--- src/source/pipe_pkg.sv ---
package pipe_pkg;

    localparam int data_w      = 8;
    localparam int num_regs    = 8;
    localparam int mem_depth   = 16;
    localparam int in_credits  = 4;
    localparam int trace_depth = 4;

    // Derived field widths
    localparam int reg_idx_w = $clog2(num_regs);
    localparam int addr_w    = $clog2(mem_depth);
    localparam int imm_w     = 4;
    localparam int seq_w     = 8;
    localparam int hold_w    = 3;
    localparam int credit_w  = 8;

    typedef enum logic [2:0] {NOP, ADD, SUB, AND, ADDI, LD, ST} opcode_t;

    typedef struct packed {
        opcode_t              opcode;
        logic [reg_idx_w-1:0] rd;
        logic [reg_idx_w-1:0] rs;
        logic [reg_idx_w-1:0] rt;
        logic [imm_w-1:0]     imm;
    } instr_t;

    // Decode/execute register
    typedef struct packed {
        logic                 valid;
        opcode_t              opcode;
        logic [reg_idx_w-1:0] rd;
        logic [reg_idx_w-1:0] rs;
        logic [reg_idx_w-1:0] rt;
        logic [data_w-1:0]    rs_val;
        logic [data_w-1:0]    rt_val;
        logic [imm_w-1:0]     imm;
    } dec_t;

    // Execute/memory register, result is the address for LD and ST
    typedef struct packed {
        logic                 valid;
        opcode_t              opcode;
        logic [reg_idx_w-1:0] rd;
        logic [data_w-1:0]    result;
        logic [data_w-1:0]    store_data;
    } ex_t;

    typedef struct packed {
        logic                 valid;
        logic                 we;
        logic [reg_idx_w-1:0] rd;
        logic [data_w-1:0]    value;
    } wb_t;

    typedef struct packed {
        logic [seq_w-1:0]     seq;
        opcode_t              opcode;
        logic [reg_idx_w-1:0] rd;
        logic [data_w-1:0]    value;
        logic [hold_w-1:0]    hold_cycles;
    } trace_rec_t;

    function automatic logic writes_rd(opcode_t op);
        return op inside {ADD, SUB, AND, ADDI, LD};
    endfunction

    function automatic logic reads_rs(opcode_t op);
        return op != NOP;
    endfunction

    // ST reads rt as its store data
    function automatic logic reads_rt(opcode_t op);
        return op inside {ADD, SUB, AND, ST};
    endfunction

endpackage

--- src/source/credit_buffer.sv ---
`timescale 1ns/10ps

module credit_buffer #(
    parameter type payload_t = logic,
    parameter int  depth     = 4
) (
    input  logic     clk,
    input  logic     rst,
    input  logic     push,
    input  payload_t push_data,
    input  logic     pop,
    output payload_t head,
    output logic     empty,
    output logic     full,
    output logic     credit
);
    localparam int ptr_w = (depth > 1) ? $clog2(depth) : 1;

    payload_t           store [depth];
    logic [ptr_w-1:0]   wr_ptr;
    logic [ptr_w-1:0]   rd_ptr;
    logic [ptr_w:0]     count;
    logic               do_push;
    logic               do_pop;

    function automatic logic [ptr_w-1:0] next_ptr(logic [ptr_w-1:0] ptr);
        return (ptr == ptr_w'(depth - 1)) ? '0 : ptr + 1'b1;
    endfunction

    assign empty   = (count == '0);
    assign full    = (count == (ptr_w + 1)'(depth));
    assign do_pop  = pop && !empty;
    // A full buffer still takes a push when the head leaves in the same cycle
    assign do_push = push && (!full || do_pop);
    assign head    = store[rd_ptr];
    // Each pop hands one credit back to the sender
    assign credit  = do_pop;

    always_ff @(posedge clk) begin
        if (do_push) begin
            store[wr_ptr] <= push_data;
        end
    end

    always_ff @(posedge clk or posedge rst) begin
        if (rst) begin
            wr_ptr <= '0;
            rd_ptr <= '0;
            count  <= '0;
        end else begin
            if (do_push) begin
                wr_ptr <= next_ptr(wr_ptr);
            end
            if (do_pop) begin
                rd_ptr <= next_ptr(rd_ptr);
            end
            case ({do_push, do_pop})
                2'b10:   count <= count + 1'b1;
                2'b01:   count <= count - 1'b1;
                default: count <= count;
            endcase
        end
    end

endmodule

--- src/source/decode_hazard.sv ---
`timescale 1ns/10ps

module decode_hazard (
    input  logic             clk,
    input  logic             rst,
    input  logic             fd_valid,
    input  pipe_pkg::instr_t fd_instr,
    input  pipe_pkg::ex_t    em_reg,
    input  pipe_pkg::wb_t    wb,
    input  logic             freeze,
    output logic             hazard_hold,
    output pipe_pkg::dec_t   de_reg
);
    import pipe_pkg::*;

    logic [data_w-1:0] regs [num_regs];
    logic [data_w-1:0] rs_val;
    logic [data_w-1:0] rt_val;
    logic              ld_in_ex;
    logic              rs_hit;
    logic              rt_hit;

    // Newest value first; an LD in memory has only its address in em_reg
    function automatic logic [data_w-1:0] read_bypass(
        logic [reg_idx_w-1:0] idx,
        logic [data_w-1:0]    file_val
    );
        if (em_reg.valid && writes_rd(em_reg.opcode) && em_reg.opcode != LD &&
            em_reg.rd == idx) begin
            return em_reg.result;
        end
        if (wb.valid && wb.we && wb.rd == idx) begin
            return wb.value;
        end
        return file_val;
    endfunction

    always_comb begin
        rs_val = read_bypass(fd_instr.rs, regs[fd_instr.rs]);
        rt_val = read_bypass(fd_instr.rt, regs[fd_instr.rt]);
    end

    // Load-use check against the instruction now in execute
    assign ld_in_ex    = de_reg.valid && de_reg.opcode == LD;
    assign rs_hit      = reads_rs(fd_instr.opcode) && fd_instr.rs == de_reg.rd;
    assign rt_hit      = reads_rt(fd_instr.opcode) && fd_instr.rt == de_reg.rd;
    assign hazard_hold = fd_valid && ld_in_ex && (rs_hit || rt_hit);

    always_ff @(posedge clk or posedge rst) begin
        if (rst) begin
            for (int i = 0; i < num_regs; i++) begin
                regs[i] <= '0;
            end
        end else if (!freeze && wb.valid && wb.we) begin
            regs[wb.rd] <= wb.value;
        end
    end

    always_ff @(posedge clk or posedge rst) begin
        if (rst) begin
            de_reg <= '0;
        end else if (!freeze) begin
            if (fd_valid && !hazard_hold) begin
                de_reg <= '{valid:  1'b1,
                            opcode: fd_instr.opcode,
                            rd:     fd_instr.rd,
                            rs:     fd_instr.rs,
                            rt:     fd_instr.rt,
                            rs_val: rs_val,
                            rt_val: rt_val,
                            imm:    fd_instr.imm};
            end else begin
                // Bubble into execute
                de_reg <= '0;
            end
        end
    end

endmodule

--- src/source/exec_stage.sv ---
`timescale 1ns/10ps

module exec_stage (
    input  logic           clk,
    input  logic           rst,
    input  pipe_pkg::dec_t de_reg,
    input  pipe_pkg::ex_t  em_reg,
    input  pipe_pkg::wb_t  wb,
    input  logic           freeze,
    output pipe_pkg::ex_t  em_next
);
    import pipe_pkg::*;

    logic [data_w-1:0] op_a;
    logic [data_w-1:0] op_b;
    logic [data_w-1:0] result;

    // LD in memory is excluded, decode already stalled for that case
    function automatic logic [data_w-1:0] forward(
        logic [reg_idx_w-1:0] idx,
        logic [data_w-1:0]    dec_val
    );
        if (em_reg.valid && writes_rd(em_reg.opcode) && em_reg.opcode != LD &&
            em_reg.rd == idx) begin
            return em_reg.result;
        end
        if (wb.valid && wb.we && wb.rd == idx) begin
            return wb.value;
        end
        return dec_val;
    endfunction

    always_comb begin
        op_a = forward(de_reg.rs, de_reg.rs_val);
        op_b = forward(de_reg.rt, de_reg.rt_val);
        case (de_reg.opcode)
            ADD:     result = op_a + op_b;
            SUB:     result = op_a - op_b;
            AND:     result = op_a & op_b;
            ADDI:    result = op_a + data_w'(de_reg.imm);
            // Address wraps within the data memory
            LD, ST:  result = data_w'(addr_w'(op_a[addr_w-1:0] + addr_w'(de_reg.imm)));
            default: result = '0;
        endcase
    end

    always_ff @(posedge clk or posedge rst) begin
        if (rst) begin
            em_next <= '0;
        end else if (!freeze) begin
            em_next <= '{valid:      de_reg.valid,
                         opcode:     de_reg.opcode,
                         rd:         de_reg.rd,
                         result:     result,
                         store_data: op_b};
        end
    end

endmodule

--- src/source/instr_fetch.sv ---
`timescale 1ns/10ps

module instr_fetch (
    input  logic             clk,
    input  logic             rst,
    input  logic             in_valid,
    input  pipe_pkg::instr_t in_instr,
    input  logic             freeze,
    input  logic             hazard_hold,
    output logic             in_credit,
    output logic             fd_valid,
    output pipe_pkg::instr_t fd_instr
);
    import pipe_pkg::*;

    instr_t buf_head;
    logic   buf_empty;
    logic   advance;

    // The fetch/decode register moves unless the pipe is frozen or decode stalls
    assign advance = !freeze && !hazard_hold;

    credit_buffer #(
        .payload_t (instr_t),
        .depth     (in_credits)
    ) u_in_buf (
        .clk       (clk),
        .rst       (rst),
        .push      (in_valid),
        .push_data (in_instr),
        .pop       (advance),
        .head      (buf_head),
        .empty     (buf_empty),
        .full      (),
        .credit    (in_credit)
    );

    always_ff @(posedge clk or posedge rst) begin
        if (rst) begin
            fd_valid <= 1'b0;
            fd_instr <= '0;
        end else if (advance) begin
            // Bubble when nothing is waiting
            fd_valid <= !buf_empty;
            fd_instr <= buf_empty ? '0 : buf_head;
        end
    end

endmodule

--- src/source/mem_wb_stage.sv ---
`timescale 1ns/10ps

module mem_wb_stage (
    input  logic          clk,
    input  logic          rst,
    input  pipe_pkg::ex_t em_reg,
    input  logic          freeze,
    output pipe_pkg::wb_t wb
);
    import pipe_pkg::*;

    logic [data_w-1:0] mem [mem_depth];
    logic [addr_w-1:0] addr;
    logic [data_w-1:0] value;
    logic              store_en;

    assign addr     = em_reg.result[addr_w-1:0];
    assign store_en = em_reg.valid && em_reg.opcode == ST;

    // ST hands its stored byte down the writeback path for tracing
    always_comb begin
        case (em_reg.opcode)
            LD:      value = mem[addr];
            ST:      value = em_reg.store_data;
            default: value = em_reg.result;
        endcase
    end

    always_ff @(posedge clk or posedge rst) begin
        if (rst) begin
            for (int i = 0; i < mem_depth; i++) begin
                mem[i] <= '0;
            end
        end else if (!freeze && store_en) begin
            mem[addr] <= em_reg.store_data;
        end
    end

    always_ff @(posedge clk or posedge rst) begin
        if (rst) begin
            wb <= '0;
        end else if (!freeze) begin
            wb <= '{valid: em_reg.valid,
                    we:    em_reg.valid && writes_rd(em_reg.opcode),
                    rd:    em_reg.rd,
                    value: value};
        end
    end

endmodule

--- src/source/pipe_trace_top.sv ---
`timescale 1ns/10ps

module pipe_trace_top (
    input  logic                 clk,
    input  logic                 rst,
    input  logic                 in_valid,
    input  pipe_pkg::instr_t     in_instr,
    output logic                 in_credit,
    input  logic                 trace_credit,
    output logic                 trace_valid,
    output pipe_pkg::trace_rec_t trace_rec
);
    import pipe_pkg::*;

    logic   fd_valid;
    instr_t fd_instr;
    dec_t   de_reg;
    ex_t    em_reg;
    wb_t    wb;
    logic   hazard_hold;
    logic   freeze;

    instr_fetch u_fetch (
        .clk         (clk),
        .rst         (rst),
        .in_valid    (in_valid),
        .in_instr    (in_instr),
        .freeze      (freeze),
        .hazard_hold (hazard_hold),
        .in_credit   (in_credit),
        .fd_valid    (fd_valid),
        .fd_instr    (fd_instr)
    );

    decode_hazard u_decode (
        .clk         (clk),
        .rst         (rst),
        .fd_valid    (fd_valid),
        .fd_instr    (fd_instr),
        .em_reg      (em_reg),
        .wb          (wb),
        .freeze      (freeze),
        .hazard_hold (hazard_hold),
        .de_reg      (de_reg)
    );

    exec_stage u_exec (
        .clk     (clk),
        .rst     (rst),
        .de_reg  (de_reg),
        .em_reg  (em_reg),
        .wb      (wb),
        .freeze  (freeze),
        .em_next (em_reg)
    );

    mem_wb_stage u_mem_wb (
        .clk    (clk),
        .rst    (rst),
        .em_reg (em_reg),
        .freeze (freeze),
        .wb     (wb)
    );

    // Follows each instruction from decode to retirement
    pipe_tracker u_tracker (
        .clk          (clk),
        .rst          (rst),
        .fd_valid     (fd_valid),
        .fd_instr     (fd_instr),
        .hazard_hold  (hazard_hold),
        .wb           (wb),
        .trace_credit (trace_credit),
        .freeze       (freeze),
        .trace_valid  (trace_valid),
        .trace_rec    (trace_rec)
    );

endmodule

--- src/source/pipe_tracker.sv ---
`timescale 1ns/10ps

module pipe_tracker (
    input  logic                 clk,
    input  logic                 rst,
    input  logic                 fd_valid,
    input  pipe_pkg::instr_t     fd_instr,
    input  logic                 hazard_hold,
    input  pipe_pkg::wb_t        wb,
    input  logic                 trace_credit,
    output logic                 freeze,
    output logic                 trace_valid,
    output pipe_pkg::trace_rec_t trace_rec
);
    import pipe_pkg::*;

    // One shadow entry per stage, mirrors what the datapath holds
    typedef struct packed {
        logic                 valid;
        logic [seq_w-1:0]     seq;
        opcode_t              opcode;
        logic [reg_idx_w-1:0] rd;
        logic [hold_w-1:0]    hold;
    } shadow_t;

    shadow_t                          sh_dec;
    shadow_t                          sh_ex;
    shadow_t                          sh_mem;
    shadow_t                          sh_wb;
    logic [seq_w-1:0]                 seq_cnt;
    logic [hold_w-1:0]                dec_hold;
    logic [credit_w-1:0]              credit_cnt;
    logic [$clog2(trace_depth+1)-1:0] occ;
    logic [1:0]                       inflight;
    logic                             rec_push;
    logic                             rec_popped;
    logic                             buf_empty;
    trace_rec_t                       rec_in;

    // Decode entry is built live from the fetch/decode register
    assign sh_dec = '{valid:  fd_valid,
                      seq:    seq_cnt,
                      opcode: fd_instr.opcode,
                      rd:     fd_instr.rd,
                      hold:   dec_hold};

    always_ff @(posedge clk or posedge rst) begin
        if (rst) begin
            sh_ex    <= '0;
            sh_mem   <= '0;
            sh_wb    <= '0;
            seq_cnt  <= '0;
            dec_hold <= '0;
        end else if (!freeze) begin
            if (hazard_hold) begin
                sh_ex <= '0;
                if (dec_hold != '1) begin
                    dec_hold <= dec_hold + 1'b1;
                end
            end else begin
                sh_ex    <= sh_dec;
                dec_hold <= '0;
                if (fd_valid) begin
                    seq_cnt <= seq_cnt + 1'b1;
                end
            end
            sh_mem <= sh_ex;
            sh_wb  <= sh_mem;
        end
    end

    // Retire the writeback instruction, wb.value also holds the ST byte
    assign rec_push = wb.valid && !freeze;
    assign rec_in   = '{seq:         sh_wb.seq,
                        opcode:      sh_wb.opcode,
                        rd:          sh_wb.rd,
                        value:       wb.value,
                        hold_cycles: sh_wb.hold};

    assign inflight    = 2'(sh_ex.valid) + 2'(sh_mem.valid) + 2'(sh_wb.valid);
    // Stop the pipe unless every instruction past decode is sure of a slot
    assign freeze      = (int'(occ) + int'(inflight)) > trace_depth;
    assign trace_valid = !buf_empty && credit_cnt != '0;

    credit_buffer #(
        .payload_t (trace_rec_t),
        .depth     (trace_depth)
    ) u_trace_buf (
        .clk       (clk),
        .rst       (rst),
        .push      (rec_push),
        .push_data (rec_in),
        .pop       (trace_valid),
        .head      (trace_rec),
        .empty     (buf_empty),
        .full      (),
        .credit    (rec_popped)
    );

    always_ff @(posedge clk or posedge rst) begin
        if (rst) begin
            credit_cnt <= '0;
            occ        <= '0;
        end else begin
            case ({trace_credit, rec_popped})
                2'b10:   credit_cnt <= credit_cnt + 1'b1;
                2'b01:   credit_cnt <= credit_cnt - 1'b1;
                default: credit_cnt <= credit_cnt;
            endcase
            case ({rec_push, rec_popped})
                2'b10:   occ <= occ + 1'b1;
                2'b01:   occ <= occ - 1'b1;
                default: occ <= occ;
            endcase
        end
    end

endmodule

--- config.mk ---
export PLATFORM = sky130hd
export DESIGN_NAME = pipe_trace_top
export DESIGN_NICKNAME = d
export VERILOG_FILES = /design/src/source/pipe_pkg.sv /design/src/source/credit_buffer.sv /design/src/source/decode_hazard.sv /design/src/source/exec_stage.sv /design/src/source/instr_fetch.sv /design/src/source/mem_wb_stage.sv /design/src/source/pipe_trace_top.sv /design/src/source/pipe_tracker.sv
export SDC_FILE = /design/constraint.sdc
export NUM_CORES = 1
export LEC_CHECK = 0
export BUFFER_PORTS_ARGS = -buffer_cell sky130_fd_sc_hd__buf_2
export CORE_AREA = 2 2 245 247
export DETAILED_ROUTE_END_ITERATION = 8
export DIE_AREA = 0 0 247 249
export PLACE_DENSITY = 0.68
export REMOVE_ABC_BUFFERS = 1
export SKIP_CTS_REPAIR_TIMING = 1
export SLEW_MARGIN = 20
export SYNTH_ARGS = -nofsm -noshare
export SYNTH_HDL_FRONTEND = slang
export SYNTH_HIERARCHICAL = 1
export SYNTH_SLANG_ARGS = --single-unit
--- constraint.sdc ---
create_clock -name clk -period 16.55 [get_ports clk]
set_input_delay 4.965 -clock clk [delete_from_list [all_inputs] [get_ports clk]]
set_output_delay 4.965 -clock clk [all_outputs]
set_load 0.01 [all_outputs]
---- Yosys cells after proc, flatten, opt, wreduce, memory -nomap -nowiden ----
Memory sizes are Yosys's and may differ from the RTL's.
Cells that the tools add are included.
W data, S select, Z words.
storage, ports and cells
  output and inout port bits .............. 27
  memories ................................ 2
  bits in latches ......................... 0
  flip-flop bits (word level) ............. 368
  input bits .............................. 20
  logic and storage cells ................. 265
  RAM bits ................................ 164
  ROM bits ................................ 0
operators by class
  multipliers ............................. 0
  add/sub/neg operators ................... 21
  divide/modulo/power cells ............... 0
  mux-type cells .......................... 62
  shifts and indexed selects .............. 0
  bitwise gates (word level) .............. 7
  reduce and logical (&&, ||, !) cells .... 51
  magnitude comparators ................... 7
  eq/ne operators ......................... 43
memories
  name                         depth  bits a word  read ports  clocked after memory_dff  wr ports  line                 source
  u_tracker.u_trace_buf.store  4      25           1           0                         1         credit_buffer.sv:19  payload_t store [depth];
  u_fetch.u_in_buf.store       4      16           1           0                         1         credit_buffer.sv:19
operators with widths
  cell                   count
  $mux W8                24
  $bwmux W128            1
  $bwmux W64             1
  $bmux W8 S3            2
  $pmux W8 S5            1
  $mux W33               1
  $bmux W8 S4            1
  $demux W8 S4           1
  $gt A32 B4 Y1 const B  1
  $pmux W8 S2            2
  $eq A3 B3 Y1           10
  $logic_and A1 B1 Y1    29
  $eq A3 B3 Y1 const B   9
  $demux W8 S3           1
  $eq A3 B2 Y1 const B   6
  $mux W18               1
  $pmux W3 S2            3
  $add A8 B1 Y8 const B  2
  $eq A2 B2 Y1 const B   8
  $mux W1                16
  $mux W16               1
  $add A3 B1 Y3 const B  4
  $ge A4 B4 Y1 const B   3
  $not A3 Y4             3
  other kinds (33)       60

---- Longest topological paths before layout ----
Gate-level depths: netlist of run 1.
  depth in word-level cells ............... 12
  depth in mapped cells ................... 19
  depth with buffers taken out ............ 18

---- Hierarchy ----
Netlist of run 1, hierarchy kept.
by module, submodules not included
  module                                 area an instance (µm²)  seq. area each (µm²)  times used  cells an instance
  mem_wb_stage                           6717.7                  3528.4                1           447
  decode_hazard                          5277.6                  2427.3                1           435
  credit_buffer (u_tracker.u_trace_buf)  4147.7                  3178.0                1           188
  pipe_tracker                           3503.4                  1901.8                1           363
  credit_buffer (u_fetch.u_in_buf)       2889.0                  2097.0                1           145
  exec_stage                             2262.2                  575.6                 1           251
  instr_fetch                            785.8                   425.4                 1           75

---- Worst setup path after synthesis of run 1 ----
No wires, ideal clock.
  kind .................................... register -> output
  start ................................... register u_tracker/sh_ex[17] (netlist name)
  end ..................................... output port in_credit
  data required time ...................... 11.585 ns
  stages on the path, launching flop included .. 16
  data arrival time ....................... 3.315 ns
  setup slack ............................. 8.270 ns
  buffers on the path ..................... 5
  cell sequence ........................... dfrtp_1 > fa_1 > ha_1 > inv_1 > fa_1 > nor2b_1 > o22ai_1 > buf_2 > buf_2 > or2_1 > buf_6 > buf_12 > inv_1 > buf_6 > o31ai_1 > inv_1
between the ends
  word-level cells in the longest chain between the ends .. 7
ends and longest elaborated chain
  element                    line                  source
  start, declared            pipe_tracker.sv:27    shadow_t sh_ex;
  start signal, assigned     pipe_tracker.sv:49    sh_ex <= '0;
  start signal, assigned     pipe_tracker.sv:56    sh_ex <= '0;
  start signal, assigned     pipe_tracker.sv:61    sh_ex <= sh_dec;
  $add A1 B1 Y2              pipe_tracker.sv:80    assign inflight = 2'(sh_ex.valid) + 2'(sh_mem.valid) + 2'(sh_wb.valid);
  $add A2 B1 Y2              pipe_tracker.sv:80
  $add A3 B2 Y4              pipe_tracker.sv:82    assign freeze = (int'(occ) + int'(inflight)) > trace_depth;
  $gt A32 B4 Y1              pipe_tracker.sv:82
  named net freeze           pipe_trace_top.sv:21  logic freeze;
  $logic_not A1 Y1           n/a
  $logic_and A1 B1 Y1        instr_fetch.sv:21     assign advance = !freeze && !hazard_hold;
  named net u_fetch.advance  instr_fetch.sv:18     logic advance;
  $logic_and A1 B1 Y1        credit_buffer.sv:32   assign do_pop = pop && !empty;
  end, declared              pipe_trace_top.sv:8   output logic in_credit,
The timed path passes the listed nets, and every way through them passes these cells.

---- Final worst setup path of run 1 ----
Ends and elaborated chain as after synthesis.

==> run summary, run 1 <==
outcome - completed
CP max stage delay - 0.67 ns
routed wire length - 55800 microns
reg-to-reg slack, setup - 11.61 ns
number of cell rows - 89
largest net degree at the start of global routing - 185
Sw Share - 41.2%
post-DP HPWL - 35400 microns
Final Critical Period - 9.19 ns
Slowest-stage cell, CP - or2_1
Port Buffers - 46
placed insts - 2619
# diodes - 0
Largest register FFs - 128
Clk pwr share - 19.7%
Final nets - 1965
pwr/cell area - 217 nW/um^2
area of the mapped netlist - 25600 sq um
initial antenna violation count - 1
first-pass GRT wire length - 89400 microns
share of cells above drive strength 1 - 28.9%
worst skew pair latency - 0.60 ns
grt ovf - 0
Die Wd - 247 microns
CP Data Arrival Time - 4.23 ns
Post-Synthesis Cells - 1902
wire per inst - 20.5 microns
largest fanout on the critical path - 18
CTS sink count - 532
Seq pwr share - 36.2%
leakage - 0.0119 uW
internal power - 3590 uW
GP Congestion - 0.832
die area - 61500 sq um
Worst Setup End Kind - output pin
Tot Pwr - 6100 uW
average size of a mapped cell - 13.4 sq um
element type at the critical path start - flip-flop
clock-pin slew on the worst setup and hold paths - 0.06 ns
final worst slack - 7.36 ns
H-tree Lvls - 2
GRT Total Usage - 18.4%
final hold violation count - 0
Die Span Y - 249 microns
CP cell instances - fa_1, ha_1, inv_1, fa_1, nor2b_1, o22ai_4, or2_1, inv_1, o31ai_1, inv_1, buf_2
WS Path Type - reg2out
area grow syn2layout - 9.75%
Psw - 2510 uW
Core ar. - 58700 sq um
setup TNS - 0 ns
Slew @ Worst Pin - 1.16 ns
Final Cycle Share - 55.5%
DR vias - 15400
clock buffer depth - 3
achievable frequency - 109 MHz
most repeated library cell on the critical path - inv_1
vias in the first global route - 15900
IR drop worst, VDD - 0.000488 V
combinational power share - 44.1%
RSZ-0062 raised after global routing - no
CP required - 11.58 ns
Synth warnings - 6
Max Cap Viol - 0
max_slew headroom - 22.5%
Final Util - 47.8%
post-route ant nets - 0
Final Max Tran Viols - 0
total CTS buffers - 55
clk_skew - 0.0141 ns
drt drc - 0
TritonCTS clock tree - yes
top flop regs - u_mem_wb/mem: 128 flops, u_tracker/u_trace_buf/store: 100 flops
DRT Pass-1 Iters - 5
Clock Root Buffer - clkbuf_16
Iter 0 DRT Violations - 1027
Biggest register - u_mem_wb/mem
I/O pin count - 47
hold crit path type - reg2reg
final setup fails - 0
Initial Utilization - 43.6%
routed vias/inst - 5.67
final std cells w/o fill - 2720
pre-CTS setup slack - 7.99 ns
## critical path, delay by kind of cell, from the launching register on
kind | cells | cell delay (ns)
AO/OA/AOI/OAI | 2 | 0.51
buffers and inverters | 4 | 0.70
flip-flops | 1 | 0.42
adder cells (fa/ha/maj) | 3 | 1.15
AND/OR/NAND/NOR | 2 | 0.84
## power groups by stage
stage / Sequential (uW) / Clock, uW / Combinational, uW
final: 2210 / 1200 / 2690
after global routing: 2270 / 1280 / 2970
after CTS: 2210 / 1230 / 2700
after detailed placement: 2230 / 0 / 2680
after global placement: 2200 / 0 / 2600
after floorplan: 2080 / 0 / 1840
## cell type report
| cell class | instances | area (sq um) |
|---|---|---|
| Multi-Input combinational cell | 1209 | 10700 |
| Timing Repair Buffer | 61 | 359 |
| Sequential cell | 532 | 14100 |
| Fill cell | 5051 | 30600 |
| Clock buffer | 71 | 1520 |
| Clock inverter | 30 | 234 |
| Tap cell | 773 | 967 |
| Inverter | 44 | 170 |
## cells in the final DEF (no fill, tap or decap), drive strengths merged, types with 10 or more instances in the layout
master and instances:
xor2 40, mux2i 39, nand2b 38, a221oi 23, xnor2 22, nor2b 27
clkbuf 71, buf 61, o31ai 24, a32oi 11, ha 34, a21oi 22
mux4 80, dfrtp 368, a22o 27, clkinv 21, nand2 199, mux2 245
edfxtp 164, nor3 40, a211oi 19, nor4 10, or2 18, nor2 58
inv 42, o21ai 95, and2 13, o22ai 22
## routing by layer
layer	global-route usage, %	up-vias	wire, microns
li1	-	7012	-
met1	25.7	7886	24800
met2	28.6	419	26000
met3	3.36	118	3160
met4	6.78	0	1850
met5	0	-	0
## path summary, 6_finish.rpt
check	from	endpoint	cells past startpoint
setup / recovery	u_tracker/sh_ex[17]	in_credit	11
max in group asynchronous	rst	u_mem_wb/mem[105]	3
hold reg to reg	u_tracker/sh_mem[3]	u_tracker/rec_in[11]	2
min in group asynchronous	rst	u_fetch/u_in_buf/count[0]	2
hold / removal	u_tracker/sh_mem[3]	u_tracker/rec_in[11]	2
setup reg to reg	u_tracker/sh_ex[17]	u_tracker/u_trace_buf/count[1]	15
## per-stage QoR
step | area (sq um) | hold slack [ns]
after floorplan | 25000 | 0.439
after global placement | 26300 | 0.448
after detailed placement | 26300 | 0.454
after CTS | 28100 | 0.469
after global routing | 28100 | 0.490
final | 28100 | 0.461
Power figures use the tool's default switching activity.
==> inputs of run 2 (changes only) <==
==> constraint.sdc (replaced) <==
create_clock -name clk -period 9.2 [get_ports clk]
set_input_delay 2.76 -clock clk [delete_from_list [all_inputs] [get_ports clk]]
set_output_delay 2.76 -clock clk [all_outputs]
set_load 0.01 [all_outputs]
==> run summary, run 2 (synthesis results as in run 1) <==
element type at the critical path start - flip-flop (unchanged)
worst skew pair latency - 0.62 ns (was 0.60 ns)
outcome - completed (unchanged)
vias in the first global route - 16000 (was 15900)
hold path depth - 2 (unchanged)
final std cells w/o fill - 2724 (was 2720)
Biggest register - u_mem_wb/mem (unchanged)
largest fanout on the critical path - 18 (unchanged)
CP Data Arrival Time - 4.25 ns (was 4.23 ns)
clk_skew - 0.0265 ns (was 0.0141 ns)
Clock Root Buffer - clkbuf_16 (unchanged)
die area - 61500 sq um (unchanged)
CTS sink count - 532 (unchanged)
achievable frequency - 143 MHz
H-tree Lvls - 2 (unchanged)
Max Cap Viol - 0 (unchanged)
commonest non-fill, non-tap cells in the layout - 364 x dfrtp_1, 238 x mux2_2, 194 x nand2_1 (was 363 x dfrtp_1, 238 x mux2_2, 194 x nand2_1)
final setup fails - 0 (unchanged)
max_slew headroom - 24.3% (was 22.5%)
TritonCTS clock tree - yes (unchanged)
DR vias - 15600 (was 15400)
Largest register FFs - 128 (unchanged)
area of placed instances - 26300 sq um (about the same)
Worst Setup End Kind - output pin (unchanged)
setup TNS - 0 ns (unchanged)
drt drc - 0 (unchanged)
area grow syn2layout - 10.4% (was 9.75%)
R2R Path End - u_tracker/u_trace_buf/count[1] (unchanged)
clock-pin slew on the worst setup and hold paths - 0.06 ns (about the same)
reg-to-reg slack, setup - 4.21 ns (was 11.61 ns)
Final Critical Period - 7.01 ns
wire per inst - 20.8 microns (was 20.5 microns)
Reg2Reg Depth - 15 (unchanged)
Port Buffers - 46 (unchanged)
GRT Total Usage - 18.6% (was 18.4%)
post-route ant nets - 0 (unchanged)
hold crit path type - reg2reg (unchanged)
hold wc startpoint - u_tracker/sh_mem[1] (was u_tracker/sh_mem[3])
Iter 0 DRT Violations - 1376 (was 1027)
share of cells above drive strength 1 - 29.3% (was 28.9%)
I/O pin count - 47 (unchanged)
initial antenna violation count - 0 (was 1)
routed vias/inst - 5.74 (was 5.67)
routed wire length - 56700 microns (was 55800 microns)
GP Congestion - 0.841 (was 0.832)
IR drop worst, VDD - 0.000822 V (was 0.000488 V)
top flop regs - u_mem_wb/mem: 128 flops, u_tracker/u_trace_buf/store: 100 flops (unchanged)
worst reg2reg startpoint - u_tracker/sh_ex[17] (unchanged)
Die Wd - 247 microns (unchanged)
leakage - 0.0120 uW (was 0.0119 uW)
Final Cycle Share - 76.2%
final hold violation count - 0 (unchanged)
clock buffer depth - 3 (unchanged)
Initial Utilization - 43.6% (unchanged)
number of cell rows - 89 (unchanged)
DRT Pass-1 Iters - 5 (unchanged)
Final Cell Area - 28200 sq um (was 28100 sq um)
# diodes - 0 (unchanged)
commonest non-fill, non-tap cell in the layout - dfrtp_1 (unchanged)
pwr/cell area - 396 nW/um^2 (was 217 nW/um^2)
Final nets - 1966 (was 1965)
first-pass GRT wire length - 90500 microns (was 89400 microns)
grt ovf - 0 (unchanged)
Hold Path Sink - u_tracker/rec_in[1] (was u_tracker/rec_in[11])
total CTS buffers - 55 (unchanged)
Final Max Tran Viols - 0 (unchanged)
CP required - 6.44 ns (was 11.58 ns)
Core ar. - 58700 sq um (unchanged)
largest net degree at the start of global routing - 185 (unchanged)
Die Span Y - 249 microns (unchanged)
Slew @ Worst Pin - 1.13 ns (was 1.16 ns)
post-DP HPWL - 35800 microns (was 35400 microns)
WS Path Type - reg2out (unchanged)
placed insts - 2620 (was 2619)
RSZ-0062 raised after global routing - no (unchanged)
==> run 2: cell types whose count changed in the layout (fill, tap and decap cells not counted), sizes merged <==
| cell | before | now |
|---|---|---|
| bufinv | 3 | 7 |
| inv | 42 | 44 |
| clkbuf | 71 | 72 |
| buf | 61 | 62 |
| clkinv | 21 | 17 |
==> run 2: per-stage QoR <==
stage               hold slack (ns)  utilization, %  total power (uW)  setup WS [ns]
floorplan                     0.439               -              6570          -3.04
global placement              0.448            44.8              8640           2.92
detailed placement            0.448            44.9              8870           2.76
CTS                           0.463            48.1             11200           2.09
global route                  0.478            48.1             11900           1.92
finish                        0.465            48.1             11200           2.19
==> run 2: layout make-up <==
cell class	instances	area [sq um]
Sequential cell	532	14100
Clock inverter	32	365
Inverter	44	170
Timing Repair Buffer	62	363
Fill cell	5002	30400
Clock buffer	72	1550
Multi-Input combinational cell	1209	10700
Tap cell	773	967
==> run 2: worst max path at each step <==
stage	from	to	cells after the start
after global placement	u_tracker/sh_ex[17]	in_credit	11
after CTS	u_tracker/sh_ex[17]	in_credit	11
final	u_tracker/sh_ex[17]	in_credit	11
after global routing	u_tracker/sh_ex[17]	in_credit	11
after detailed placement	u_tracker/sh_ex[17]	in_credit	11
after floorplan	u_tracker/sh_ex[17]	in_credit	10
==> run 2: critical path, cell delays in order, from the launching register on <==
cell and delay, ns:
dfrtp_1 0.42, fa_1 0.56, ha_1 0.19, inv_1 0.08, fa_1 0.46, nor2b_1 0.18, o22ai_4 0.23, or2_1 0.66
inv_1 0.35, o31ai_1 0.25, inv_1 0.10, buf_2 0.16
==> run 2: power breakdown <==
| part | leakage, uW | internal [uW] | switching (uW) |
|---|---|---|---|
| combinational | 0.00463 | 2000 | 2930 |
| clock | 0.000920 | 1390 | 936 |
| sequential | 0.00641 | 3220 | 712 |
==> run 2: per-layer routing <==
layer  GRT usage (%)  vias up  wire (microns)
met3            2.67      110            3090
met4            6.20        0            1560
met1            26.1     8019           25300
li1                -     7029               -
met2            29.6      471           26700
met5               0        -               0
